<file path="src/hw/isa_pkg.sv">
/*
  RV32I instruction set definitions shared by the core.
  Major opcodes, funct fields and the bit layout of each format,
  plus a union that lets one word be read through any format view.
*/
package isa_pkg;

  localparam int xlen = 32;

  typedef logic [4:0]      reg_idx_t;
  typedef logic [xlen-1:0] word_t;

  typedef enum logic [6:0] {
    opc_op     = 7'b0110011,
    opc_op_imm = 7'b0010011,
    opc_lui    = 7'b0110111,
    opc_auipc  = 7'b0010111,
    opc_jal    = 7'b1101111,
    opc_jalr   = 7'b1100111,
    opc_branch = 7'b1100011,
    opc_load   = 7'b0000011,
    opc_store  = 7'b0100011,
    opc_system = 7'b1110011
  } opcode_t;

  // funct3 of register and immediate alu operations
  localparam logic [2:0] f3_add  = 3'd0;
  localparam logic [2:0] f3_sll  = 3'd1;
  localparam logic [2:0] f3_slt  = 3'd2;
  localparam logic [2:0] f3_sltu = 3'd3;
  localparam logic [2:0] f3_xor  = 3'd4;
  localparam logic [2:0] f3_srl  = 3'd5;
  localparam logic [2:0] f3_or   = 3'd6;
  localparam logic [2:0] f3_and  = 3'd7;

  // funct3 of branches
  localparam logic [2:0] f3_beq  = 3'd0;
  localparam logic [2:0] f3_bne  = 3'd1;
  localparam logic [2:0] f3_blt  = 3'd4;
  localparam logic [2:0] f3_bge  = 3'd5;
  localparam logic [2:0] f3_bltu = 3'd6;
  localparam logic [2:0] f3_bgeu = 3'd7;

  // word size for lw and sw
  localparam logic [2:0] f3_word = 3'd2;

  // bit 5 of funct7 selects sub and sra
  localparam logic [6:0] f7_alt = 7'b0100000;

  localparam logic [11:0] ebreak_imm = 12'h001;

  typedef struct packed {
    logic [6:0] funct7;
    reg_idx_t   rs2;
    reg_idx_t   rs1;
    logic [2:0] funct3;
    reg_idx_t   rd;
    opcode_t    opcode;
  } r_fmt_t;

  typedef struct packed {
    logic [11:0] imm;
    reg_idx_t    rs1;
    logic [2:0]  funct3;
    reg_idx_t    rd;
    opcode_t     opcode;
  } i_fmt_t;

  typedef struct packed {
    logic [6:0] imm_hi;
    reg_idx_t   rs2;
    reg_idx_t   rs1;
    logic [2:0] funct3;
    logic [4:0] imm_lo;
    opcode_t    opcode;
  } s_fmt_t;

  typedef struct packed {
    logic       imm_12;
    logic [5:0] imm_10_5;
    reg_idx_t   rs2;
    reg_idx_t   rs1;
    logic [2:0] funct3;
    logic [3:0] imm_4_1;
    logic       imm_11;
    opcode_t    opcode;
  } b_fmt_t;

  typedef struct packed {
    logic [19:0] imm;
    reg_idx_t    rd;
    opcode_t     opcode;
  } u_fmt_t;

  typedef struct packed {
    logic       imm_20;
    logic [9:0] imm_10_1;
    logic       imm_11;
    logic [7:0] imm_19_12;
    reg_idx_t   rd;
    opcode_t    opcode;
  } j_fmt_t;

  typedef union packed {
    word_t  raw;
    r_fmt_t r;
    i_fmt_t i;
    s_fmt_t s;
    b_fmt_t b;
    u_fmt_t u;
    j_fmt_t j;
  } inst_u;

  // addi x0, x0, 0
  localparam word_t nop_word = 32'h0000_0013;

endpackage

</file>
<file path="src/hw/core_pkg.sv">
/*
  Core-internal types: alu operation codes, control flags and the
  structs passed between fetch, the IF/ID buffer and execute.
  Also holds the reset pc and the data memory size.
*/
package core_pkg;

  typedef enum logic [4:0] {
    alu_add,
    alu_sub,
    alu_sll,
    alu_slt,
    alu_sltu,
    alu_xor,
    alu_srl,
    alu_sra,
    alu_or,
    alu_and,
    alu_pass_b,
    // compare results, used by branches
    alu_eq,
    alu_ne,
    alu_lt,
    alu_ge,
    alu_ltu,
    alu_geu
  } alu_op_t;

  typedef struct packed {
    alu_op_t alu_op;
    logic    use_imm;
    logic    pc_operand;
    logic    reg_wen;
    logic    mem_wen;
    logic    is_load;
    logic    is_branch;
    logic    is_jal;
    logic    is_jalr;
    logic    is_ebreak;
    logic    illegal;
  } ctrl_t;

  typedef struct packed {
    isa_pkg::word_t pc;
    isa_pkg::inst_u inst;
  } fetch_t;

  typedef struct packed {
    isa_pkg::reg_idx_t rd;
    isa_pkg::reg_idx_t rs1;
    isa_pkg::reg_idx_t rs2;
    isa_pkg::word_t    imm;
    ctrl_t             ctrl;
  } decoded_t;

  // reported once per register write
  typedef struct packed {
    isa_pkg::word_t    pc;
    isa_pkg::reg_idx_t rd;
    isa_pkg::word_t    wdata;
  } retire_t;

  localparam isa_pkg::word_t pc_reset = 32'h0000_0000;

  localparam int dmem_words     = 256;
  localparam int dmem_idx_width = $clog2(dmem_words);

endpackage

</file>
<file path="src/hw/if_id_reg.sv">
/*
  Buffer between fetch and execute. Captures the fetched pc and
  instruction each cycle. A flush turns the slot into a bubble,
  and hold keeps the current instruction while the core is halted.
*/
`timescale 1ns/1ps

module if_id_reg (
  input  logic             clk,
  input  logic             reset,
  input  logic             flush,
  input  logic             hold,
  input  core_pkg::fetch_t fetch_in,
  output core_pkg::fetch_t fetch_out
);

  import isa_pkg::*;
  import core_pkg::*;

  always_ff @(posedge clk) begin
    if (reset) begin
      fetch_out.pc   <= pc_reset;
      fetch_out.inst <= nop_word;
    end else if (hold) begin
      fetch_out <= fetch_out;
    end else if (flush) begin
      // wrong-path instruction after a taken transfer
      fetch_out.pc   <= fetch_in.pc;
      fetch_out.inst <= nop_word;
    end else begin
      fetch_out <= fetch_in;
    end
  end

endmodule

</file>
<file path="config.mk">
export PLATFORM = sky130hd
export DESIGN_NAME = if_id_reg
export DESIGN_NICKNAME = d
export VERILOG_FILES = /design/src/hw/isa_pkg.sv /design/src/hw/core_pkg.sv /design/src/hw/if_id_reg.sv
export SDC_FILE = /design/constraint.sdc
export NUM_CORES = 1
export LEC_CHECK = 0
export BUFFER_PORTS_ARGS = -buffer_cell sky130_fd_sc_hd__buf_2
export CAP_MARGIN = 20
export CORE_UTILIZATION = 40
export CTS_CLUSTER_SIZE = 30
export DETAILED_ROUTE_END_ITERATION = 16
export PLACE_DENSITY = 0.83
export SETUP_SLACK_MARGIN = 0.02
export SYNTH_ARGS = -nofsm -noshare
export SYNTH_HDL_FRONTEND = slang
export SYNTH_SLANG_ARGS = --single-unit
export TNS_END_PERCENT = 10
</file>
<file path="constraint.sdc">
create_clock -name clk -period 0.8 [get_ports clk]
set_input_delay 0.12 -clock clk [delete_from_list [all_inputs] [get_ports clk]]
set_output_delay 0.12 -clock clk [all_outputs]
set_load 0.05 [all_outputs]
</file>
# == Yosys cells after proc, flatten, opt, wreduce, memory -nomap -nowiden ==
# Cells that the tools add are included.
# classes
n_addsub,0
multipliers,0
n_div,0
magnitude_cmp,0
n_eq_ne,0
shift,0
mux,1
n_bitwise,0
reduce_logical,0
# op_table
op,n
2-to-1 mux 32 bit,1
# word_totals
reg_bits,64
latch_bits,0
ramBits,0
mem_bits_ro,0
input_bits,68
n_memories,0

# == Logic depth before layout (Yosys ltp) ==
# Gate-level depths: netlist (run 1).
# logic_depth
word_depth,1
ltp_mapped,4
mapped_depth_nobuf,2

# == Worst setup path after synthesis (run 1) ==
# OpenSTA, ideal clock, no wires.
# synth_path
path_type,reg2reg
startpoint,register fetch_out[10] (netlist name)
endpoint,register fetch_out[10] (netlist name)
arrival_ns,0.858
path_slack_ns,-0.131
path_stages_with_launch,3
path_buffers,0
synth_period_minus_slack_ns,0.931
path_cell_list,dfxtp_1 > nand2_1 > o22ai_2
# synth_lines
element,line,rtl
end signal: assignment,if_id_reg.sv:25,fetch_out <= fetch_out;
end signal: assignment,if_id_reg.sv:31,fetch_out <= fetch_in;
end: declaration,if_id_reg.sv:14,output core_pkg::fetch_t fetch_out

# == Worst setup path after layout (run 1) ==
# layout_path
startpoint,register fetch_out[44] (netlist name)
endpoint,output fetch_out[44] (netlist name)
# No word-level cell between the ends.

==> flow_metrics.env, run 1 <==
export IMPL_syn_instance_count=246
export IMPL_hold_viol=0
export IMPL_cp_end_kind="primary output"
export IMPL_min_period_ns=0.971
export IMPL_drt_iter0_markers=64
export IMPL_clock_path_buffers=2
export IMPL_status="finished, violations left"
export IMPL_via_count=2236
export IMPL_fin_crit_sh_pct=121
export IMPL_critPathTopFamily="flip-flops"
export IMPL_fp_dieW_um=81.4
export IMPL_synth_most_common_cell="dfxtp_1"
export IMPL_r2r_start="fetch_out[0]"
export IMPL_top_regs="fetch_out (64)"
export IMPL_io_buffer_count=131
export IMPL_synth_seq_cells=64
export IMPL_slowest_delay_ns=0.36
export IMPL_syn_avg_cell_area_sq_um=10.3
export IMPL_clock_skew_ns=0
export IMPL_place_area_sq_um=3300
export IMPL_fp_dieH_um=81.4
export IMPL_vias_per_cell=4.81
export IMPL_grt_max_degree=36
export IMPL_fin_area_sq_um=4230
export IMPL_yosys_top_cells_area="dfxtp_1 51%, mux2i_1 13%, o22ai_2 9.9%"
export IMPL_largest_register_ffs=64
export IMPL_synth_commonest_cells="64 x dfxtp_1, 36 x nor2_1, 32 x mux2i_1"
export IMPL_crit_end="fetch_out[44]"
export IMPL_p_leak_nw=1.90
export IMPL_r2r_end="fetch_out[0]"
export IMPL_path_cells="buf_8"
export IMPL_syn_to_final_growth_pct=67.6
export IMPL_clock_sinks=64
export IMPL_io_pins=132
export IMPL_fmax_ghz=1.03
export IMPL_initial_core_util_pct=42.1
export IMPL_drcViolationCount=0
export IMPL_grt_pass1_wl_mm=9.83
export IMPL_slowest_stage="dfxtp_2"
export IMPL_synthSimpleGateAreaFrac_pct=18.1
export IMPL_synth_top_family_by_area="simple AND/OR/NAND/NOR gates"
export IMPL_setup_worst_path_start="fetch_out[44]"
export IMPL_synth_fa_ha_area_share_pct=0
export IMPL_synth_cell_types=15
export IMPL_hp_start="fetch_in[55]"
export IMPL_crit_type="flop to primary output"
export IMPL_violations="setup timing"
export IMPL_clk_pin_slew_worst_paths_ns=0.07
export IMPL_critPathBufInv=1
export IMPL_synth_edff_count=0
export IMPL_synth_top_flop_cell="dfxtp_1"
export IMPL_hp_class="primary input to flop"
export IMPL_cts_tree="done"
export IMPL_drive_gt1_share_pct=63.1
export IMPL_wl_per_cell_um=14.5
export IMPL_diodes=0
export IMPL_cp_max_fo=2
export IMPL_syn_area_sq_um=2520
export IMPL_tightest_slew_ns=0.278
export IMPL_pre_cts_slack_ns=-0.247
export IMPL_cp_arrival_ns=0.85
export IMPL_tns_ns=-9.35
export IMPL_root_buffer="clkbuf_8"
export IMPL_antenna_found_initial=0
export IMPL_ys_seq_area_share_pct=50.8
export IMPL_slew_viol_final=0
export IMPL_cts_buffers=9
export IMPL_fill_cells=394
export IMPL_final_net_count=454
export IMPL_core_sq_um=5990
export IMPL_yosysTopAreaCell="dfxtp_1"
export IMPL_setup_viol=64
export IMPL_async_flop_share_pct=0
export IMPL_r2r_slack_ns=0.06
export IMPL_setup_worst_path_start_class="flop"
export IMPL_final_antenna_net_count=0
export IMPL_synth_warnings=0
export IMPL_cts_htree_levels=3
export IMPL_synth_top_cell_area_share_pct=50.8
export IMPL_drt_wl_total_mm=6.76
export IMPL_clk_insertion_delay_late_ns=0.33
export IMPL_firstDrtPassIters=4
export IMPL_synth_compound_area_share_pct=12.7
export IMPL_synthMuxAreaShare_pct=12.7
export IMPL_synth_nets=314
export IMPL_grt_pass1_vias=2193
export IMPL_grt_usage_pct=20.2
export IMPL_largest_register="fetch_out"
export IMPL_grt_overflow=0
export IMPL_drv_cap=0
export IMPL_max_slew_margin_pct=81.4
export IMPL_cp_required_ns=0.68
export IMPL_path_depth=1
export IMPL_ir_drop_v=0.00124
export IMPL_row_count=28
export IMPL_rr_worst_depth=2
export IMPL_rsz0062_at_grt="yes"
export IMPL_synth_xor_area_share_pct=0
export IMPL_powerDensity_nw_per_um2=1980
export IMPL_hpwl_mm=4.24
export IMPL_design_die_area_sq_um=6630
export IMPL_place_congestion=0.728
export IMPL_setup_slack_ns=-0.171
## cell families (layout without fill, tap and decap cells)
family                 after synthesis  after routing
AOI/OAI and AO/OA                   32             32
buffers and inverters               20            164
DFF                                 64             64
muxes                               32             32
and+or+nand+nor                     98             98
## report_power, final
group / internal, mW / switching, mW
combinational: 0.790 / 0.976
sequential: 3.38 / 0.142
clock: 1.90 / 1.19
## placed cells by master (no fill, tap or decap), drive strengths merged
| cell type | instances |
|---|---|
| nor3b | 3 |
| dfxtp | 64 |
| mux2i | 32 |
| buf | 148 |
| clkbuf | 12 |
| or2 | 1 |
| bufinv | 2 |
| a21oi | 4 |
| clkinv | 1 |
| o22ai | 28 |
| nor2 | 36 |
| nand2b | 28 |
| or3b | 1 |
| nand2 | 29 |
| dlygate4sd3 | 1 |
## per-stage QoR
step                      total power, mW  util (%)  hold slack (ns)  std cells
after floorplan                      4.51         -            0.264        246
after global placement               4.90      55.1            0.349        447
after detailed placement             4.94      55.1            0.359        447
after CTS                            8.36      68.8          0.00562        464
after global routing                 8.71      70.6          0.00222        465
final                                8.38      70.6           0.0170        465
## per-layer routing
layer,track usage [%],share of wire (%),vias up
li1,-,-,1103
met1,20.3,37,1024
met2,36.0,54,95
met3,8.44,7.8,14
met4,8.93,1.4,0
met5,0,0,-
## final cells by class
class | count | area (sq um) | area share, %
clock buffer | 12 | 155 | 3.67
clock inverter | 3 | 65.1 | 1.54
multi-input combinational | 162 | 1100 | 25.9
sequential | 64 | 1360 | 32.2
tap | 75 | 93.8 | 2.22
timing repair buffer | 149 | 1460 | 34.5
## worst min-delay path by stage
stage                    end  cells after the start
6_report       fetch_out[55]                      3
5_1_grt        fetch_out[60]                      3
4_1_cts        fetch_out[51]                      3
3_5_place_dp   fetch_out[50]                      3
3_3_place_gp   fetch_out[50]                      3
2_1_floorplan  fetch_out[32]                      2
## timing repair
action | in CTS | in global routing
gates resized for setup | 216 | 27
hold buffers | 1 | 0
endpoints found under the hold margin | 1 | 0
buffers inserted | 1 | 1
setup endpoints to repair | 64 | 65
No activity file was read; power rests on OpenSTA's default activity.
==> run 2, diff against run 1 <==
--- a/config.mk
+++ b/config.mk
@@ -8,8 +8,10 @@
 export BUFFER_PORTS_ARGS = -buffer_cell sky130_fd_sc_hd__buf_2
 export CAP_MARGIN = 20
 export CORE_UTILIZATION = 40
+export CTS_CLUSTER_DIAMETER = 50
 export CTS_CLUSTER_SIZE = 30
 export DETAILED_ROUTE_END_ITERATION = 16
+export HOLD_SLACK_MARGIN = 0.06
 export PLACE_DENSITY = 0.83
 export SETUP_SLACK_MARGIN = 0.02
 export SYNTH_ARGS = -nofsm -noshare
==> flow_metrics.env, run 2 (synthesis gave the netlist of run 1 again) <==
export IMPL_rr_worst_depth=3
export IMPL_slowest_stage="dfxtp_2"
export IMPL_r2r_start="fetch_out[57]"
export IMPL_final_antenna_net_count=0
export IMPL_fp_dieH_um=81.4
export IMPL_critPathBufInv=1
export IMPL_status="finished, violations left"
export IMPL_crit_type="flop to primary output"
export IMPL_drv_cap=0
export IMPL_r2r_end="fetch_out[57]"
export IMPL_grt_usage_pct=25.9
export IMPL_cp_arrival_ns=0.86
export IMPL_place_congestion=0.728
export IMPL_largest_register_ffs=64
export IMPL_design_die_area_sq_um=6630
export IMPL_p_leak_nw=2.19
export IMPL_syn_to_final_growth_pct=91.8
export IMPL_drt_wl_total_mm=9.18
export IMPL_cts_htree_levels=3
export IMPL_path_cells="buf_6"
export IMPL_cts_tree="done"
export IMPL_place_area_sq_um=3300
export IMPL_holdWs_ns=0.0704
export IMPL_dp_cells=447
export IMPL_clock_skew_ns=0
export IMPL_fp_dieW_um=81.4
export IMPL_setup_worst_path_start_class="flop"
export IMPL_fill_cells=325
export IMPL_diodes=0
export IMPL_min_to="fetch_out[27]"
export IMPL_top_regs="fetch_out (64)"
export IMPL_slowest_delay_ns=0.36
export IMPL_fin_area_sq_um=4840
export IMPL_clk_pin_slew_worst_paths_ns=0.07
export IMPL_io_pins=132
export IMPL_row_count=28
export IMPL_finalPower_mw=8.72
export IMPL_hp_class="primary input to flop"
export IMPL_fmax_ghz=1.02
export IMPL_final_cell_mix="67 x buf_2, 64 x dfxtp_2, 60 x buf_8"
export IMPL_setup_viol=65
export IMPL_slew_viol_final=0
export IMPL_drcViolationCount=0
export IMPL_antenna_found_initial=0
export IMPL_tns_ns=-9.79
export IMPL_cp_max_fo=2
export IMPL_hpwl_mm=4.24
export IMPL_wl_per_cell_um=17.5
export IMPL_largest_register="fetch_out"
export IMPL_final_net_count=513
export IMPL_clock_path_buffers=2
export IMPL_drive_gt1_share_pct=55.5
export IMPL_final_cells=524
export IMPL_drt_iter0_markers=90
export IMPL_fin_crit_sh_pct=122
export IMPL_grt_max_degree=36
export IMPL_initial_core_util_pct=42.1
export IMPL_whs_path_depth=3
export IMPL_vias_per_cell=5.05
export IMPL_root_buffer="clkbuf_8"
export IMPL_final_common_cell="buf_2"
export IMPL_hp_start="fetch_in[27]"
export IMPL_hold_viol=0
export IMPL_min_period_ns=0.978
export IMPL_path_depth=1
export IMPL_clk_insertion_delay_late_ns=0.33
export IMPL_powerDensity_nw_per_um2=1800
export IMPL_setup_slack_ns=-0.178
export IMPL_cts_buffers=9
export IMPL_cp_required_ns=0.68
export IMPL_core_sq_um=5990
export IMPL_violations="setup timing"
export IMPL_critPathTopFamily="flip-flops"
export IMPL_max_slew_margin_pct=82.1
export IMPL_grt_pass1_vias=2684
export IMPL_clock_sinks=64
export IMPL_rsz0062_at_grt="yes"
export IMPL_grt_overflow=0
export IMPL_tightest_slew_ns=0.268
export IMPL_grt_pass1_wl_mm=12.6
export IMPL_via_count=2644
export IMPL_firstDrtPassIters=6
export IMPL_cp_end_kind="primary output"
export IMPL_io_buffer_count=131
export IMPL_r2r_slack_ns=0.04
export IMPL_ir_drop_v=0.000986
[run 2: repair_timing]
action	in CTS	in global routing
pin swaps	0	3
gates resized for setup	216	35
setup endpoints to repair	64	73
hold buffers	57	1
setup buffers	1	3
endpoints found under the hold margin	57	1
[run 2: final cells by class]
class	instances	area (sq um)	area share, %
timing repair buffer	208	2060	42.6
sequential	64	1360	28.1
multi-input combinational	162	1100	22.7
clock buffer	12	155	3.20
tap	75	93.8	1.94
clock inverter	3	65.1	1.34
[run 2: how the worst max path moves through the flow]
stage	from	to	slack, ns
after CTS	fetch_out[3]	fetch_out[3]	-0.18
after global placement	hold	fetch_out[47]	-0.18
final	fetch_out[5]	fetch_out[5]	-0.18
after detailed placement	hold	fetch_out[47]	-0.25
after floorplan	fetch_out[16]	fetch_out[16]	-0.13
after global routing	fetch_out[5]	fetch_out[5]	-0.20
[run 2: report_power, final]
group          total [mW]  leakage, nW  internal, mW  switching (mW)
logic                2.06         1.53         0.988            1.07
registers            3.53        0.548          3.38           0.150
clock network        3.13        0.112          1.91            1.22
[run 2: per-layer routing]
| layer | up-vias | track usage [%] | part of all wire, % |
|---|---|---|---|
| met5 | - | 0 | 0 |
| met3 | 29 | 9.11 | 7.3 |
| met4 | 0 | 10.9 | 2.6 |
| li1 | 1224 | - | - |
| met1 | 1254 | 24.7 | 34 |
| met2 | 137 | 49.5 | 56 |
[run 2: per-stage QoR]
stage / util [%] / setup slack [ns]
floorplan: - / -0.131
global placement: 55.1 / -0.179
detailed placement: 55.1 / -0.247
CTS: 78.2 / -0.177
global route: 80.8 / -0.202
finish: 80.8 / -0.178
[run 2: worst reg2reg max path: stages, from the launching register on]
cell	delay, ns
dfxtp_2	0.33
buf_4	0.13
mux2i_1	0.13
nor2_1	0.06
==> run 3, diff against run 2 <==
--- a/config.mk
+++ b/config.mk
@@ -13,7 +13,8 @@
 export DETAILED_ROUTE_END_ITERATION = 16
 export HOLD_SLACK_MARGIN = 0.06
 export PLACE_DENSITY = 0.83
-export SETUP_SLACK_MARGIN = 0.02
+export SETUP_SLACK_MARGIN = 0.3
+export SKIP_LAST_GASP = 1
 export SYNTH_ARGS = -nofsm -noshare
 export SYNTH_HDL_FRONTEND = slang
 export SYNTH_SLANG_ARGS = --single-unit
==> flow_metrics.env, run 3 (synthesis gave the netlist of run 1 again) <==
export IMPL_holdWs_ns=0.0250
export IMPL_largest_register="fetch_out"
export IMPL_hp_class="primary input to flop"
export IMPL_initial_core_util_pct=42.1
export IMPL_wl_met3_um=477
export IMPL_clock_path_buffers=2
export IMPL_min_period_ns=0.949
export IMPL_final_antenna_net_count=0
export IMPL_status="finished, violations left"
export IMPL_pre_cts_slack_ns=-0.190
export IMPL_comb_power_share_pct=22.3
export IMPL_drv_cap=0
export IMPL_wl_met2_mm=3.42
export IMPL_cts_tree="done"
export IMPL_design_die_area_sq_um=6630
export IMPL_core_sq_um=5990
export IMPL_drt_wl_total_mm=6.39
export IMPL_drive_gt1_share_pct=62.5
export IMPL_fp_dieH_um=81.4
export IMPL_clock_sinks=64
export IMPL_p_int_mw=5.35
export IMPL_finalPower_mw=7.57
export IMPL_maxUsedRoutingLayer="met4"
export IMPL_row_count=28
export IMPL_powerDensity_nw_per_um2=1850
export IMPL_hpwl_mm=4.00
export IMPL_max_slew_margin_pct=84.2
export IMPL_setup_slack_ns=-0.149
export IMPL_grt_pass1_vias=2171
export IMPL_wl_met1_mm=2.36
export IMPL_io_pins=132
export IMPL_slowest_delay_ns=0.36
export IMPL_cp_required_ns=0.68
export IMPL_io_buffer_count=131
export IMPL_path_cells="buf_8"
export IMPL_clk_insertion_delay_late_ns=0.32
export IMPL_clock_power_share_pct=32.2
export IMPL_cts_htree_levels=3
export IMPL_grt_pass1_wl_mm=9.68
export IMPL_switching_share_pct=29.4
export IMPL_drcViolationCount=0
export IMPL_tightest_slew_ns=0.237
export IMPL_largest_register_ffs=64
export IMPL_setup_worst_path_start_class="flop"
export IMPL_grt_max_degree=38
export IMPL_slew_viol_final=0
export IMPL_firstDrtPassIters=4
export IMPL_fill_cells=438
export IMPL_critPathTopFamily="flip-flops"
export IMPL_rsz0062_at_grt="yes"
export IMPL_antenna_found_initial=0
export IMPL_grt_usage_pct=19.4
export IMPL_slowest_stage="dfxtp_2"
export IMPL_p_leak_nw=1.84
export IMPL_drt_iter0_markers=57
export IMPL_p_switching_mw=2.22
export IMPL_cp_end_kind="primary output"
export IMPL_place_congestion=0.698
export IMPL_grt_overflow=0
export IMPL_fmax_ghz=1.05
export IMPL_final_common_cell="buf_2"
export IMPL_ir_drop_v=0.00107
export IMPL_hold_viol=0
export IMPL_wl_per_cell_um=13.8
export IMPL_cts_buffers=9
export IMPL_via_count=2216
export IMPL_fp_dieW_um=81.4
export IMPL_final_net_count=450
export IMPL_clock_skew_ns=0
export IMPL_vias_per_cell=4.80
export IMPL_final_cell_mix="67 x buf_2, 41 x dfxtp_2, 41 x buf_6"
export IMPL_setup_viol=64
export IMPL_diodes=0
export IMPL_top_regs="fetch_out (64)"
export IMPL_root_buffer="clkbuf_8"
export IMPL_critPathBufInv=1
export IMPL_syn_to_final_growth_pct=62.5
export IMPL_cp_arrival_ns=0.83
export IMPL_clk_pin_slew_worst_paths_ns=0.07
export IMPL_crit_type="flop to primary output"
export IMPL_p_seq_share_pct=45.5
export IMPL_final_core_util_pct=68.4
export IMPL_cp_max_fo=2
export IMPL_violations="setup timing"
export IMPL_fin_crit_sh_pct=119
## run 3: cell count changes in the layout (fill, tap and decap cells not counted), sizes merged
cell / change
clkbuf: +1
bufinv: -2
buf: -5
clkinv: +2
dlymetal6s4s: -4
dlygate4sd3: -54
## run 3: timing repair
action / in CTS / in global routing
gates resized for setup: 133 / 16
buffers inserted: 1 / 2
hold endpoints to repair: 47 / 30
setup endpoints to repair: 128 / 128
## run 3: layout make-up
cell class	instances	area [sq um]	share of cell area, %
Timing Repair Buffer	145	1320	32.1
Tap cell	75	93.8	2.29
Sequential cell	64	1420	34.6
Clock inverter	3	15.0	0.366
Multi-Input combinational cell	162	1100	26.8
Clock buffer	13	160	3.91
## run 3: worst min-delay path, delay by kind of cell
kind | cells | cell delay, ns
buffers and inverters | 1 | 0.07
multiplexers | 1 | 0.05
AND/OR/NAND/NOR | 1 | 0.07
## run 3: routing by layer
metal	vias up	track usage, %
met1	1008	19.9
met3	14	7.00
met2	97	34.8
met5	-	0
met4	0	9.64
li1	1097	-
## run 3: final timing paths
kind / startpoint / endpoint / slack [ns] / depth (start not counted)
worst max-delay path: fetch_out[6] / fetch_out[6] / -0.15 / 1
worst min-delay path: fetch_in[61] / fetch_out[61] / 0.02 / 3
worst max register to register: fetch_out[45] / fetch_out[45] / 0 / 3
worst min register to register: fetch_out[8] / fetch_out[8] / 0.49 / 2
## run 3: metrics by stage
stage	setup TNS, ns	area (sq um)	std cells
5_1_grt	-11.04	4100	462
3_5_place_dp	-7.06	3420	443
3_3_place_gp	-5.06	3420	443
4_1_cts	-9.78	4030	460
2_1_floorplan	0	2660	246
6_report	-8.52	4100	462
## run 3: power groups by stage
stage / sequential (mW) / clock [mW] / combinational, mW
2_1_floorplan: 4.03 / 0 / 0.464
3_3_place_gp: 3.46 / 0 / 1.42
3_5_place_dp: 3.47 / 0 / 1.44
4_1_cts: 3.44 / 2.51 / 1.64
5_1_grt: 3.47 / 2.66 / 1.78
6_report: 3.45 / 2.44 / 1.69
