$ cat src/hw/isa_pkg.sv
/*
  RV32I instruction set definitions shared by the core.
  Major opcodes, funct fields and the bit layout of each format,
  plus a union that lets one word be read through any format view.
*/
package isa_pkg;

  localparam int xlen = 32;

  typedef logic [4:0]      reg_idx_t;
  typedef logic [xlen-1:0] word_t;

  typedef enum logic [6:0] {
    opc_op     = 7'b0110011,
    opc_op_imm = 7'b0010011,
    opc_lui    = 7'b0110111,
    opc_auipc  = 7'b0010111,
    opc_jal    = 7'b1101111,
    opc_jalr   = 7'b1100111,
    opc_branch = 7'b1100011,
    opc_load   = 7'b0000011,
    opc_store  = 7'b0100011,
    opc_system = 7'b1110011
  } opcode_t;

  // funct3 of register and immediate alu operations
  localparam logic [2:0] f3_add  = 3'd0;
  localparam logic [2:0] f3_sll  = 3'd1;
  localparam logic [2:0] f3_slt  = 3'd2;
  localparam logic [2:0] f3_sltu = 3'd3;
  localparam logic [2:0] f3_xor  = 3'd4;
  localparam logic [2:0] f3_srl  = 3'd5;
  localparam logic [2:0] f3_or   = 3'd6;
  localparam logic [2:0] f3_and  = 3'd7;

  // funct3 of branches
  localparam logic [2:0] f3_beq  = 3'd0;
  localparam logic [2:0] f3_bne  = 3'd1;
  localparam logic [2:0] f3_blt  = 3'd4;
  localparam logic [2:0] f3_bge  = 3'd5;
  localparam logic [2:0] f3_bltu = 3'd6;
  localparam logic [2:0] f3_bgeu = 3'd7;

  // word size for lw and sw
  localparam logic [2:0] f3_word = 3'd2;

  // bit 5 of funct7 selects sub and sra
  localparam logic [6:0] f7_alt = 7'b0100000;

  localparam logic [11:0] ebreak_imm = 12'h001;

  typedef struct packed {
    logic [6:0] funct7;
    reg_idx_t   rs2;
    reg_idx_t   rs1;
    logic [2:0] funct3;
    reg_idx_t   rd;
    opcode_t    opcode;
  } r_fmt_t;

  typedef struct packed {
    logic [11:0] imm;
    reg_idx_t    rs1;
    logic [2:0]  funct3;
    reg_idx_t    rd;
    opcode_t     opcode;
  } i_fmt_t;

  typedef struct packed {
    logic [6:0] imm_hi;
    reg_idx_t   rs2;
    reg_idx_t   rs1;
    logic [2:0] funct3;
    logic [4:0] imm_lo;
    opcode_t    opcode;
  } s_fmt_t;

  typedef struct packed {
    logic       imm_12;
    logic [5:0] imm_10_5;
    reg_idx_t   rs2;
    reg_idx_t   rs1;
    logic [2:0] funct3;
    logic [3:0] imm_4_1;
    logic       imm_11;
    opcode_t    opcode;
  } b_fmt_t;

  typedef struct packed {
    logic [19:0] imm;
    reg_idx_t    rd;
    opcode_t     opcode;
  } u_fmt_t;

  typedef struct packed {
    logic       imm_20;
    logic [9:0] imm_10_1;
    logic       imm_11;
    logic [7:0] imm_19_12;
    reg_idx_t   rd;
    opcode_t    opcode;
  } j_fmt_t;

  typedef union packed {
    word_t  raw;
    r_fmt_t r;
    i_fmt_t i;
    s_fmt_t s;
    b_fmt_t b;
    u_fmt_t u;
    j_fmt_t j;
  } inst_u;

  // addi x0, x0, 0
  localparam word_t nop_word = 32'h0000_0013;

endpackage

$ cat src/hw/core_pkg.sv
/*
  Core-internal types: alu operation codes, control flags and the
  structs passed between fetch, the IF/ID buffer and execute.
  Also holds the reset pc and the data memory size.
*/
package core_pkg;

  typedef enum logic [4:0] {
    alu_add,
    alu_sub,
    alu_sll,
    alu_slt,
    alu_sltu,
    alu_xor,
    alu_srl,
    alu_sra,
    alu_or,
    alu_and,
    alu_pass_b,
    // compare results, used by branches
    alu_eq,
    alu_ne,
    alu_lt,
    alu_ge,
    alu_ltu,
    alu_geu
  } alu_op_t;

  typedef struct packed {
    alu_op_t alu_op;
    logic    use_imm;
    logic    pc_operand;
    logic    reg_wen;
    logic    mem_wen;
    logic    is_load;
    logic    is_branch;
    logic    is_jal;
    logic    is_jalr;
    logic    is_ebreak;
    logic    illegal;
  } ctrl_t;

  typedef struct packed {
    isa_pkg::word_t pc;
    isa_pkg::inst_u inst;
  } fetch_t;

  typedef struct packed {
    isa_pkg::reg_idx_t rd;
    isa_pkg::reg_idx_t rs1;
    isa_pkg::reg_idx_t rs2;
    isa_pkg::word_t    imm;
    ctrl_t             ctrl;
  } decoded_t;

  // reported once per register write
  typedef struct packed {
    isa_pkg::word_t    pc;
    isa_pkg::reg_idx_t rd;
    isa_pkg::word_t    wdata;
  } retire_t;

  localparam isa_pkg::word_t pc_reset = 32'h0000_0000;

  localparam int dmem_words     = 256;
  localparam int dmem_idx_width = $clog2(dmem_words);

endpackage

$ cat src/hw/fetch_unit.sv
/*
  Fetch stage. Holds the program counter, drives the instruction
  address and pairs the returned word with its pc for the buffer.
  The pc steps by 4, takes the redirect target, or freezes on halt.
*/
`timescale 1ns/1ps

module fetch_unit (
  input  logic             clk,
  input  logic             reset,
  input  logic             redirect,
  input  isa_pkg::word_t   redirect_pc,
  input  logic             halt,
  output core_pkg::fetch_t fetch,
  output isa_pkg::word_t   imem_addr,
  input  isa_pkg::word_t   imem_data
);

  import isa_pkg::*;
  import core_pkg::*;

  word_t pc;

  always_ff @(posedge clk) begin
    if (reset) begin
      pc <= pc_reset;
    end else if (halt) begin
      // core stopped on ebreak
      pc <= pc;
    end else if (redirect) begin
      pc <= redirect_pc;
    end else begin
      pc <= pc + 32'd4;
    end
  end

  assign imem_addr  = pc;

  // rom is read combinationally, so the word belongs to this pc
  assign fetch.pc   = pc;
  assign fetch.inst = imem_data;

endmodule

$ cat config.mk
export PLATFORM = sky130hd
export DESIGN_NAME = fetch_unit
export DESIGN_NICKNAME = d
export VERILOG_FILES = /design/src/hw/isa_pkg.sv /design/src/hw/core_pkg.sv /design/src/hw/fetch_unit.sv
export SDC_FILE = /design/constraint.sdc
export NUM_CORES = 1
export LEC_CHECK = 0
export BUFFER_PORTS_ARGS = -buffer_cell sky130_fd_sc_hd__buf_4
export CAP_MARGIN = 0
export CORE_MARGIN = 5
export CORE_UTILIZATION = 47
export CTS_CLUSTER_DIAMETER = 120
export DETAILED_ROUTE_END_ITERATION = 8
export PLACE_DENSITY_LB_ADDON = 0.1
export SYNTH_ARGS = -nofsm -noshare
export SYNTH_HDL_FRONTEND = slang
export SYNTH_SLANG_ARGS = --single-unit
export TNS_END_PERCENT = 20
$ cat constraint.sdc
create_clock -name clk -period 2.93 [get_ports clk]
set_input_delay 0 -clock clk [delete_from_list [all_inputs] [get_ports clk]]
set_output_delay 0 -clock clk [all_outputs]
set_load 0.01 [all_outputs]
==> Word-level counts from Yosys, hierarchy flattened <==
Cells that the tools add are included.
{ "totals": {"register_bits": 32, "input_bits": 68, "elab_cells": 3, "output_inout_bits": 96} }
{ "classes": {"mux": 1, "add_sub_neg": 1} }
{ "op_table": {"columns": ["op", "count"], "rows": [
  ["32-bit by 3-bit adder with 32-bit output (second input constant)", 1],
  ["32-bit 2-to-1 mux", 1]
]} }

==> Logic depth before layout (Yosys ltp) <==
Gate-level depths: netlist of the first run.
{ "depth": {"ltp_word": 2, "ltp_mapped": 7, "ltp_nobuf": 5} }

==> Worst setup path after synthesis of the first run <==
OpenSTA, ideal clock, no wires.
{ "synth_timing": {"path_kind": "flip-flop to flip-flop", "start": "register pc[2] (netlist: imem_addr[2])", "end": "register pc[22] (netlist: imem_addr[22])", "period_less_slack_ns": 1.874, "path_stages_with_launch": 7, "arrival_time_ns": 1.800, "setup_ns": 0.074, "path_slack_ns": 1.056, "path_buffers": 1, "required_ns": 2.856, "path_cell_list": "dfxtp_1 > ha_1 > and3_1 > clkbuf_1 > nand4_1 > or4_1 > a31oi_1"} }
{ "synth_between": {"elab_chain_cells": 2} }
{ "synth_rtl": {"columns": ["item", "line_no", "rtl"], "rows": [
  ["start: declaration", "fetch_unit.sv:22", "word_t pc;"],
  ["start signal: assignment", "fetch_unit.sv:26", "pc <= pc_reset;"],
  ["start signal: assignment", "fetch_unit.sv:29", "pc <= pc;"],
  ["start signal: assignment", "fetch_unit.sv:31", "pc <= redirect_pc;"],
  ["32-bit by 3-bit adder with 32-bit output", "fetch_unit.sv:33", "pc <= pc + 32'd4;"],
  ["32-bit 2-to-1 mux", "fetch_unit.sv:30", "end else if (redirect) begin"]
]} }
Every way passes these cells.
A chain may end at the register's enable or synchronous reset.

==> Worst setup path in the final report of the first run <==
{ "layout_timing": {"start": "register pc[4] (netlist: imem_addr[4])", "end": "register pc[31] (netlist: imem_addr[31])"} }
The elaborated chain is that of the path after synthesis.

==> impl_metrics.csv, run 1 <==
group,metric,value,unit
yosys,yosys_warnings,0,
clocking,clk_path_buf_depth,2,
yosys,synth-simple-area-share,25.11,%
yosys,synth_top_area_share,24.39,%
route,viasPerCell,6.090,
yosys,syn_nets,410,
yosys,synth_mux_area_share,1.143,%
global_routing,track_usage,21.15,%
die,io_pins,164,
worst_setup_path,worst-setup-path-type,"register to register",
layout,largest_reg_flops,32,
clocking,cts_sinks,32,
min_path,min_delay_path_depth,0,
sta,fin_crit_sh,71.13,%
die,initial_core_util,47.99,%
flow_run,cap_violations,0,
yosys,syn-instance-count,341,
sta,setup_slack,845.8,ps
yosys,synth_edf_count,0,
clocking,ctsResizeCount,0,
route,dr_wl_met2,3747,um
worst_setup_path,cp_max_fo,10,
placed_design,port_buffers,99,
layout,drive_gt1_share,31.68,%
sta,max_freq,0.4798,GHz
yosys,synth_compound_area_share,24.73,%
global_routing,antenna_found_initial,0,
pwr,p_per_area,377.4,nW/um2
worst_setup_path,critical_path_required,3100,ps
placed_design,dp_slack,879.7,ps
yosys,synth_seq_cells,32,
yosys,yosysTopAreaCell,"dfxtp_1",
yosys,yosys.area_share.adder,0.4764,%
clocking,clkLatencyLatePin,290,ps
placed_design,placed_area,2851,um2
sta,setup_viol,0,
sta,fin_skew,4.443,ps
worst_setup_path,rrSetupSlack,850,ps
clocking,numCtsBuffers,5,
layout,fin_area,2982,um2
sta,rsz0062_at_grt,"false",
worst_setup_path,crit_start,"imem_addr[4]",
worst_setup_path,crit_slowest_cell,"and4_1",
route,ant_nets,0,
yosys,synth-main-ff-cell,"dfxtp_1",
yosys,synth_top_family_by_area,"simple AND/OR/NAND/NOR gates",
worst_setup_path,path_cells,"and4_1, nand4_4, o311a_1, or3_1",
global_routing,grt_pass1_wl,12540,um
layout,fin_nets,431,
layout,fillers,562,
yosys,synth.avg_cell_area,7.702,um2
route,met3_length,634,um
route,m1WireLength,3338,um
run_status,outcome,"finished, final reports clean",
route,drc_errors,0,
route,routedWlPerCell,17.94,um
clocking,cts_tree,"yes",
sta,relSlewSlack,45.78,%
sta,setup_tns,0,ps
yosys,synth.most_common_cell,"buf_4",
global_routing,grt-ovfl-total,0,
sta,period_needed,2084,ps
yosys,syn_area,2626,um2
worst_setup_path,r2r-end,"imem_addr[31]",
yosys,synth_common_cells,"buf_4 (65), dfxtp_1 (32), nand2_1 (24)",
worst_setup_path,critPathTopFamily,"simple AND/OR/NAND/NOR gates",
route,vias,2649,
min_path,hold_class,"primary input to output port",
worst_setup_path,regToRegStartpoint,"imem_addr[4]",
worst_setup_path,worstSetupStartpointType,"register",
yosys,yosysSeqAreaShare,24.39,%
yosys,ys_top_cells_by_area,"dfxtp_1 (24%), buf_4 (19%), nand3_1 (3.4%), nand2_1 (3.4%), a21oi_1 (3.2%)",
route,wirelength,7805,um
layout,final_core_util,54.48,%
clocking,clk_pin_slew,70,ps
sta,report.final.slew_viol_count,0,
die,core,5473,um2
die,die_y,84.75,um
worst_setup_path,worstRegToRegCells,4,
clocking,cts.htree.levels,2,
placed_design,hpwl,5481,um
yosys,synth.distinct_cells,56,
min_path,hp-start,"imem_data[9]",
layout,insertedDiodeCount,0,
min_path,hold_end,"fetch[9]",
sta,hold_viol_final,0,
clocking,cts_root_buf,"clkbuf_8",
die,die_w,84.75,um
worst_setup_path,end_kind,"register",
sta,worst_pin_slew,811.7,ps
route,drtPass1Iterations,5,
die,die_area,7183,um2
route,dr.max_layer_used,"met4",
worst_setup_path,cpPeakStageDelay,530,ps
worst_setup_path,arrival,2260,ps
yosys,synth-xor-area-share,0,%
pwr,p_leak,1.215,nW
placed_design,routabilityCongestion,0.8314,
die,rows,27,
worst_setup_path,cp_num_buf_inv,0,
global_routing,grt_max_degree,44,
layout,area_growth,13.53,%
pwr,ir_drop,186.9,uV
route,drt-initial-drc-count,275,
global_routing,grt_pass1_vias,2468,
worst_setup_path,worst-path-stages,4,
yosys,ys_async_sr_fraction,0,%
## metal layers
layer,vias to the layer above,GRT usage (%)
li1,1263,-
met1,1256,26.81
met2,118,34.59
met3,12,6.575
met4,0,5.899
met5,-,0
## cell type report
cell class / instances / area (um2) / share of cell area, %
clock buffers: 8 / 90.09 / 3.021
inverters: 7 / 26.28 / 0.8812
multi-input cells: 213 / 1351 / 45.32
flip-flops and latches: 32 / 640.6 / 21.49
well taps: 72 / 90.09 / 3.021
repair buffers: 103 / 783.3 / 26.27
## where the power goes
part,leakage [nW],total (mW),internal [mW],switching [mW]
logic,0.907,0.258,0.136,0.122
clock network,0.0455,0.357,0.192,0.165
registers,0.263,0.511,0.462,0.0493
total,1.22,1.13,0.789,0.336
## kinds of logic (layout without fill, tap and decap cells)
family,count (synthesis),after routing
adders and majority gates,1,1
muxes,3,3
and+or+nand+nor,120,120
DFF,32,32
buffers and inverters,96,118
AOI/OAI and AO/OA,89,89
## metrics by stage
| stage | power, mW | hold WS, ps | std cells |
|---|---|---|---|
| after floorplan | 0.7136 | 91.77 | 341 |
| after global placement | 0.7732 | 0.06862 | 423 |
| after detailed placement | 0.7755 | 0.06862 | 423 |
| after CTS | 1.137 | 0.06862 | 435 |
| after global routing | 1.182 | 0.01836 | 435 |
| final | 1.125 | 0.003895 | 435 |
## worst max path at each step
stage / endpoint / slack (ps)
floorplan: imem_addr[22] / 1060
global placement: imem_addr[31] / 950
detailed placement: imem_addr[31] / 880
CTS: imem_addr[31] / 870
global route: imem_addr[27] / 700
finish: imem_addr[31] / 850
## layout by cell type, fill, tap and decap left out, drive strengths merged, types with 3 or more instances in the layout
cell type	n
nor2	21
nand2	24
o21ai	9
a32oi	3
buf	99
o221ai	5
mux2i	3
nor3	6
nor4	5
dlygate4sd3	4
and4	8
o31ai	4
a21oi	17
nand3	18
o311ai	5
a22oi	9
dfxtp	32
clkbuf	8
inv	6
and3	8
or4	5
o211ai	5
nand4	14
o221a	4
and2	4
a31oi	9
## timing repair
item                                   4_1_cts  5_1_grt
setup buffers                                0        0
hold buffers                                 4        0
endpoints found under the hold margin        4        0
No activity file was read; power rests on OpenSTA's default activity.
==> run 2: changes to the inputs <==
--- a/config.mk
+++ b/config.mk
@@ -8,7 +8,7 @@
 export BUFFER_PORTS_ARGS = -buffer_cell sky130_fd_sc_hd__buf_4
 export CAP_MARGIN = 0
 export CORE_MARGIN = 5
-export CORE_UTILIZATION = 47
+export CORE_UTILIZATION = 44
 export CTS_CLUSTER_DIAMETER = 120
 export DETAILED_ROUTE_END_ITERATION = 8
 export PLACE_DENSITY_LB_ADDON = 0.1
==> constraint.sdc (replaced) <==
create_clock -name clk -period 2 [get_ports clk]
set_input_delay 0 -clock clk [delete_from_list [all_inputs] [get_ports clk]]
set_output_delay 0 -clock clk [all_outputs]
set_load 0.01 [all_outputs]
==> run 2 against run 1 <==
Against the previous run:
- first-iteration DRC count shrank 8.0%
- via count rose by 2.0%
- sequential share of layout area down 1.1 points
- non-clock buffer count up 20
- design area grew 5.2%
- clock skew decreased by 1.0 ps
- clock power increased by 48%
- critical path type unchanged
- critical endpoint unchanged
- largest cell class unchanged
- largest power group unchanged
- highest routed layer unchanged
==> impl_metrics.csv, run 2 (synthesis gave the netlist of run 1 again) <==
group,metric,value,unit
sta,fin_crit_sh,94.66,%
min_path,hold_class,"primary input to output port",
layout,fillers,607,
sta,period_needed,1893,ps
die,die_y,87.26,um
layout,layout_common_cells,"buf_4 (120), dfxtp_1 (32), nand2_1 (24)",
pwr,p_leak,1.320,nW
placed_design,port_buffers,99,
run_status,outcome,"finished, final reports clean",
route,drc_errors,0,
clocking,cts.htree.levels,2,
worst_setup_path,path_cells,"and4_1, nand3_1, o311a_1, or3_1",
worst_setup_path,cpPeakStageDelay,440,ps
pwr,p_sw,0.5064,mW
pwr,p_comb_share,25.3,%
global_routing,antenna_found_initial,0,
clocking,cts_setup_buffers,0,
die,rows,28,
min_path,hold_end,"fetch[5]",
worst_setup_path,cp_max_fo,7,
worst_setup_path,worstSetupStartpointType,"register",
worst_setup_path,critical_path_required,2170,ps
global_routing,grt-ovfl-total,0,
sta,hold_ws,0.003906,ps
clocking,clkLatencyLatePin,290,ps
global_routing,track_usage,21.56,%
worst_setup_path,end_kind,"register",
die,core,5851,um2
pwr,internal-power,1.176,mW
pwr,ir_drop,249.8,uV
sta,setup_viol,0,
sta,fin_skew,3.428,ps
die,die_area,7613,um2
pwr,seq_power_share,43.2,%
sta,worst_pin_slew,483.2,ps
sta,hold_viol_final,0,
min_path,hp-start,"imem_data[5]",
route,drt-initial-drc-count,253,
clocking,cts_sinks,32,
global_routing,grt_max_degree,43,
layout,insertedDiodeCount,0,
global_routing,grt_pass1_wl,13080,um
worst_setup_path,arrival,2060,ps
global_routing,grt_pass1_vias,2624,
die,io_pins,164,
clocking,clk_path_buf_depth,2,
layout,area_growth,19.39,%
placed_design,routabilityCongestion,0.8623,
clocking,cts_tree,"yes",
route,drtPass1Iterations,4,
placed_design,hpwl,5876,um
sta,setup_tns,0,ps
worst_setup_path,r2r-end,"imem_addr[31]",
pwr,p_per_area,536.7,nW/um2
clocking,clk_pin_slew,60,ps
layout,fin_nets,451,
sta,relSlewSlack,67.74,%
worst_setup_path,rrSetupSlack,110,ps
route,vias,2701,
layout,drive_gt1_share,36.03,%
flow_run,cap_violations,0,
route,met3_length,725,um
route,routedWlPerCell,17.92,um
pwr,netSwitchingFraction,30.09,%
route,ant_nets,0,
worst_setup_path,worst-setup-path-type,"register to register",
layout,layout_commonest_cell,"buf_4",
pwr,pwr-share-clk,31.5,%
worst_setup_path,crit_slowest_cell,"dfxtp_1",
min_path,min_delay_path_depth,0,
worst_setup_path,regToRegStartpoint,"imem_addr[21]",
sta,max_freq,0.5282,GHz
clocking,cts_root_buf,"clkbuf_8",
sta,report.final.slew_viol_count,0,
sta,rsz0062_at_grt,"false",
die,initial_core_util,44.89,%
route,dr.max_layer_used,"met4",
route,wirelength,8207,um
clocking,numCtsBuffers,5,
die,die_w,87.26,um
layout,largest_reg_flops,32,
worst_setup_path,worstRegToRegCells,4,
route,viasPerCell,5.897,
route,m1WireLength,3421,um
route,dr_wl_met2,3989,um
==> run 2: worst max-delay path: cells and delay by family (launching register included) <==
| family | cells | cell delay [ps] |
|---|---|---|
| flops | 1 | 440 |
| simple gates | 3 | 960 |
| compound gates | 1 | 380 |
==> run 2: stage by stage <==
stage | setup WS, ps | area, um2 | total power [mW] | instances | util, %
2_1_floorplan | 125.6 | 2626 | 1.045 | 341 | -
6_report | 106.9 | 3136 | 1.683 | 458 | 53.59
5_1_grt | 16.48 | 3136 | 1.773 | 458 | 53.59
3_3_place_gp | 130.8 | 3013 | 1.162 | 447 | 51.50
3_5_place_dp | 73.43 | 3013 | 1.165 | 447 | 51.50
4_1_cts | 67.93 | 3133 | 1.695 | 458 | 53.55
==> run 2: area by class of cell <==
type                       count  area, um2  area share (%)
multi-input combinational    213       1354           43.18
timing repair buffer         123      930.9           29.69
sequential                    32      640.6           20.43
tap                           75      93.84           2.993
clock buffer                   8      90.09           2.873
inverter                       7      26.28          0.8380
==> run 2: what timing repair did <==
action	4_1_cts	5_1_grt
gates resized for setup	0	2
setup endpoints to repair	0	2
hold buffers	3	0
hold endpoints to repair	3	0
==> run 2: power groups by stage <==
stage / sequential, mW / clock (mW) / combinational (mW)
floorplan: 0.758 / 0 / 0.287
global placement: 0.738 / 0 / 0.424
detailed placement: 0.740 / 0 / 0.425
CTS: 0.726 / 0.539 / 0.430
global route: 0.735 / 0.575 / 0.463
finish: 0.727 / 0.530 / 0.426
==> run 2: worst max path at each step <==
| stage | from | to |
|---|---|---|
| final | imem_addr[21] | imem_addr[31] |
| after floorplan | imem_addr[2] | imem_addr[22] |
| after detailed placement | imem_addr[2] | imem_addr[31] |
| after global routing | imem_addr[21] | imem_addr[31] |
| after global placement | imem_addr[2] | imem_addr[31] |
| after CTS | imem_addr[3] | imem_addr[31] |
==> run 2: layer usage <==
metal | vias up | track usage [%]
li1 | 1308 | -
met3 | 7 | 6.433
met5 | - | 0
met2 | 121 | 34.45
met4 | 0 | 7.531
met1 | 1265 | 27.48
==> run 3: changes to the inputs <==
--- a/config.mk
+++ b/config.mk
@@ -12,6 +12,7 @@
 export CTS_CLUSTER_DIAMETER = 120
 export DETAILED_ROUTE_END_ITERATION = 8
 export PLACE_DENSITY_LB_ADDON = 0.1
+export RECOVER_POWER = 25
 export SYNTH_ARGS = -nofsm -noshare
 export SYNTH_HDL_FRONTEND = slang
 export SYNTH_SLANG_ARGS = --single-unit
==> constraint.sdc (replaced) <==
create_clock -name clk -period 2 [get_ports clk]
set_input_delay 0.3 -clock clk [delete_from_list [all_inputs] [get_ports clk]]
set_output_delay 0.3 -clock clk [all_outputs]
set_load 0.01 [all_outputs]
==> run 3 against run 2 <==
Against the previous run:
- critical path type unchanged
- design area about the same
- sequential power about the same
- routed wire length increased by 1.8%
- clock skew increased by 2.1 ps
- first-iteration DRC count increased by 32%
- critical path depth unchanged
==> impl_metrics.csv, run 3 (synthesis gave the netlist of run 1 again) <==
group,metric,value,unit
layout,stdcell_count,458,
die,core,5851,um2
min_path,hold_class,"primary input to register",
pwr,p_leak,1.326,nW
placed_design,dp_slack,103.7,ps
route,drtPass1Iterations,5,
clocking,cts_root_buf,"clkbuf_8",
worst_setup_path,path_cells,"and4_1, nand4_4, o311a_1, or3_1",
worst_setup_path,end_kind,"register",
route,viasPerCell,5.996,
sta,fin_crit_sh,94.52,%
pwr,pwr-share-clk,31.5,%
pwr,p_per_area,538.6,nW/um2
layout,layout_common_cells,"buf_4 (123), dfxtp_1 (31), nand2_1 (24)",
run_status,outcome,"finished, final reports clean",
die,die_y,87.26,um
route,vias,2746,
route,drt-initial-drc-count,334,
clocking,numCtsBuffers,5,
clocking,cts_sinks,32,
clocking,clk_pin_slew,70,ps
worst_setup_path,worstSetupStartpointType,"register",
pwr,internal-power,1.169,mW
worst_setup_path,worst-setup-path-type,"register to register",
clocking,cts_setup_buffers,0,
clocking,cts.htree.levels,2,
worst_setup_path,cp_num_buf_inv,0,
route,wirelength,8352,um
pwr,p_comb_share,25.3,%
sta,relSlewSlack,70.11,%
global_routing,grt-ovfl-total,0,
layout,area_growth,19.29,%
sta,hold_viol_final,0,
layout,drive_gt1_share,37.60,%
route,drc_errors,0,
layout,insertedDiodeCount,0,
pwr,ir_drop,410.4,uV
clocking,ctsHoldBuffers,0,
clocking,clkLatencyLatePin,280,ps
clocking,ctsResizeCount,0,
sta,fin_skew,5.504,ps
layout,layout_commonest_cell,"buf_4",
global_routing,grt_max_degree,28,
sta,max_freq,0.5290,GHz
route,ant_nets,0,
route,routedWlPerCell,18.24,um
die,io_pins,164,
pwr,p_sw,0.5180,mW
global_routing,grt_pass1_vias,2511,
sta,report.final.slew_viol_count,0,
clocking,cts_tree,"yes",
worst_setup_path,arrival,2060,ps
pwr,netSwitchingFraction,30.70,%
sta,worst_pin_slew,447.8,ps
worst_setup_path,crit_slowest_cell,"and4_1",
layout,final_core_util,53.55,%
worst_setup_path,cp_max_fo,8,
worst_setup_path,cpPeakStageDelay,430,ps
layout,fin_nets,451,
sta,rsz0062_at_grt,"true",
placed_design,routabilityCongestion,0.8976,
global_routing,antenna_found_initial,0,
clocking,clk_path_buf_depth,2,
sta,setup_viol,0,
placed_design,port_buffers,99,
die,die_area,7613,um2
die,die_w,87.26,um
global_routing,track_usage,21.39,%
sta,setup_slack,109.6,ps
placed_design,hpwl,6081,um
pwr,seq_power_share,43.2,%
worst_setup_path,critical_path_required,2170,ps
worst_setup_path,critPathTopFamily,"simple AND/OR/NAND/NOR gates",
placed_design,placed_cells,450,
sta,period_needed,1890,ps
die,rows,28,
sta,setup_tns,0,ps
layout,largest_reg_flops,32,
die,initial_core_util,44.89,%
flow_run,cap_violations,0,
global_routing,grt_pass1_wl,12810,um
==> run 3: changes by cell type in the layout (fill, tap and decap cells not counted), sizes merged <==
| cell | before | now |
|---|---|---|
| clkbuf | 8 | 6 |
| clkinv | 1 | 3 |
| buf | 120 | 123 |
| dlygate4sd3 | 3 | 0 |
==> run 3: area by class of cell <==
cell class | count | area, um2
multi-input combinational | 213 | 1355
sequential | 32 | 641.9
clock inverter | 2 | 10.01
timing repair buffer | 123 | 923.4
inverter | 7 | 26.28
tap | 75 | 93.84
fill | 588 | 2718
clock buffer | 6 | 82.58
==> run 3: routing by layer <==
metal  share of wire (%)  GRT usage [%]  wire [um]  vias to the layer above
li1                    -              -          -                     1304
met1                  42          27.80       3467                     1273
met2                  48          34.18       4021                      156
met3                 9.0          5.676        752                       13
met4                 1.3          7.252        110                        0
met5                   0              0          0                        -
==> run 3: worst register-to-register path, cell delays in order (launching register included) <==
cell and delay, ps:
dfxtp_1 400, and4_1 430, nand4_4 200, o311a_1 380
or3_1 370
==> run 3: path summary, 6_finish.rpt <==
| check | cells after the start | startpoint | endpoint | slack, ps |
|---|---|---|---|---|
| hold reg to reg | 2 | imem_addr[1] | imem_addr[1] | 530 |
| hold / removal | 3 | redirect_pc[1] | imem_addr[1] | 250 |
| setup / recovery | 4 | imem_addr[12] | imem_addr[31] | 110 |
| setup reg to reg | 4 | imem_addr[12] | imem_addr[31] | 110 |
==> run 3: power groups by stage <==
stage / combinational (mW) / sequential (mW) / clock, mW
after global placement: 0.428 / 0.739 / 0
after CTS: 0.428 / 0.727 / 0.548
final: 0.426 / 0.729 / 0.532
after floorplan: 0.287 / 0.758 / 0
after detailed placement: 0.427 / 0.741 / 0
after global routing: 0.462 / 0.737 / 0.570
==> run 3: per-stage QoR <==
| stage | hold slack, ps | cell area (um2) | power [mW] |
|---|---|---|---|
| detailed placement | 517.3 | 3035 | 1.169 |
| global route | 248.4 | 3133 | 1.768 |
| CTS | 244.1 | 3128 | 1.704 |
| floorplan | 447.3 | 2626 | 1.045 |
| global placement | 509.2 | 3035 | 1.166 |
| finish | 248.0 | 3133 | 1.687 |
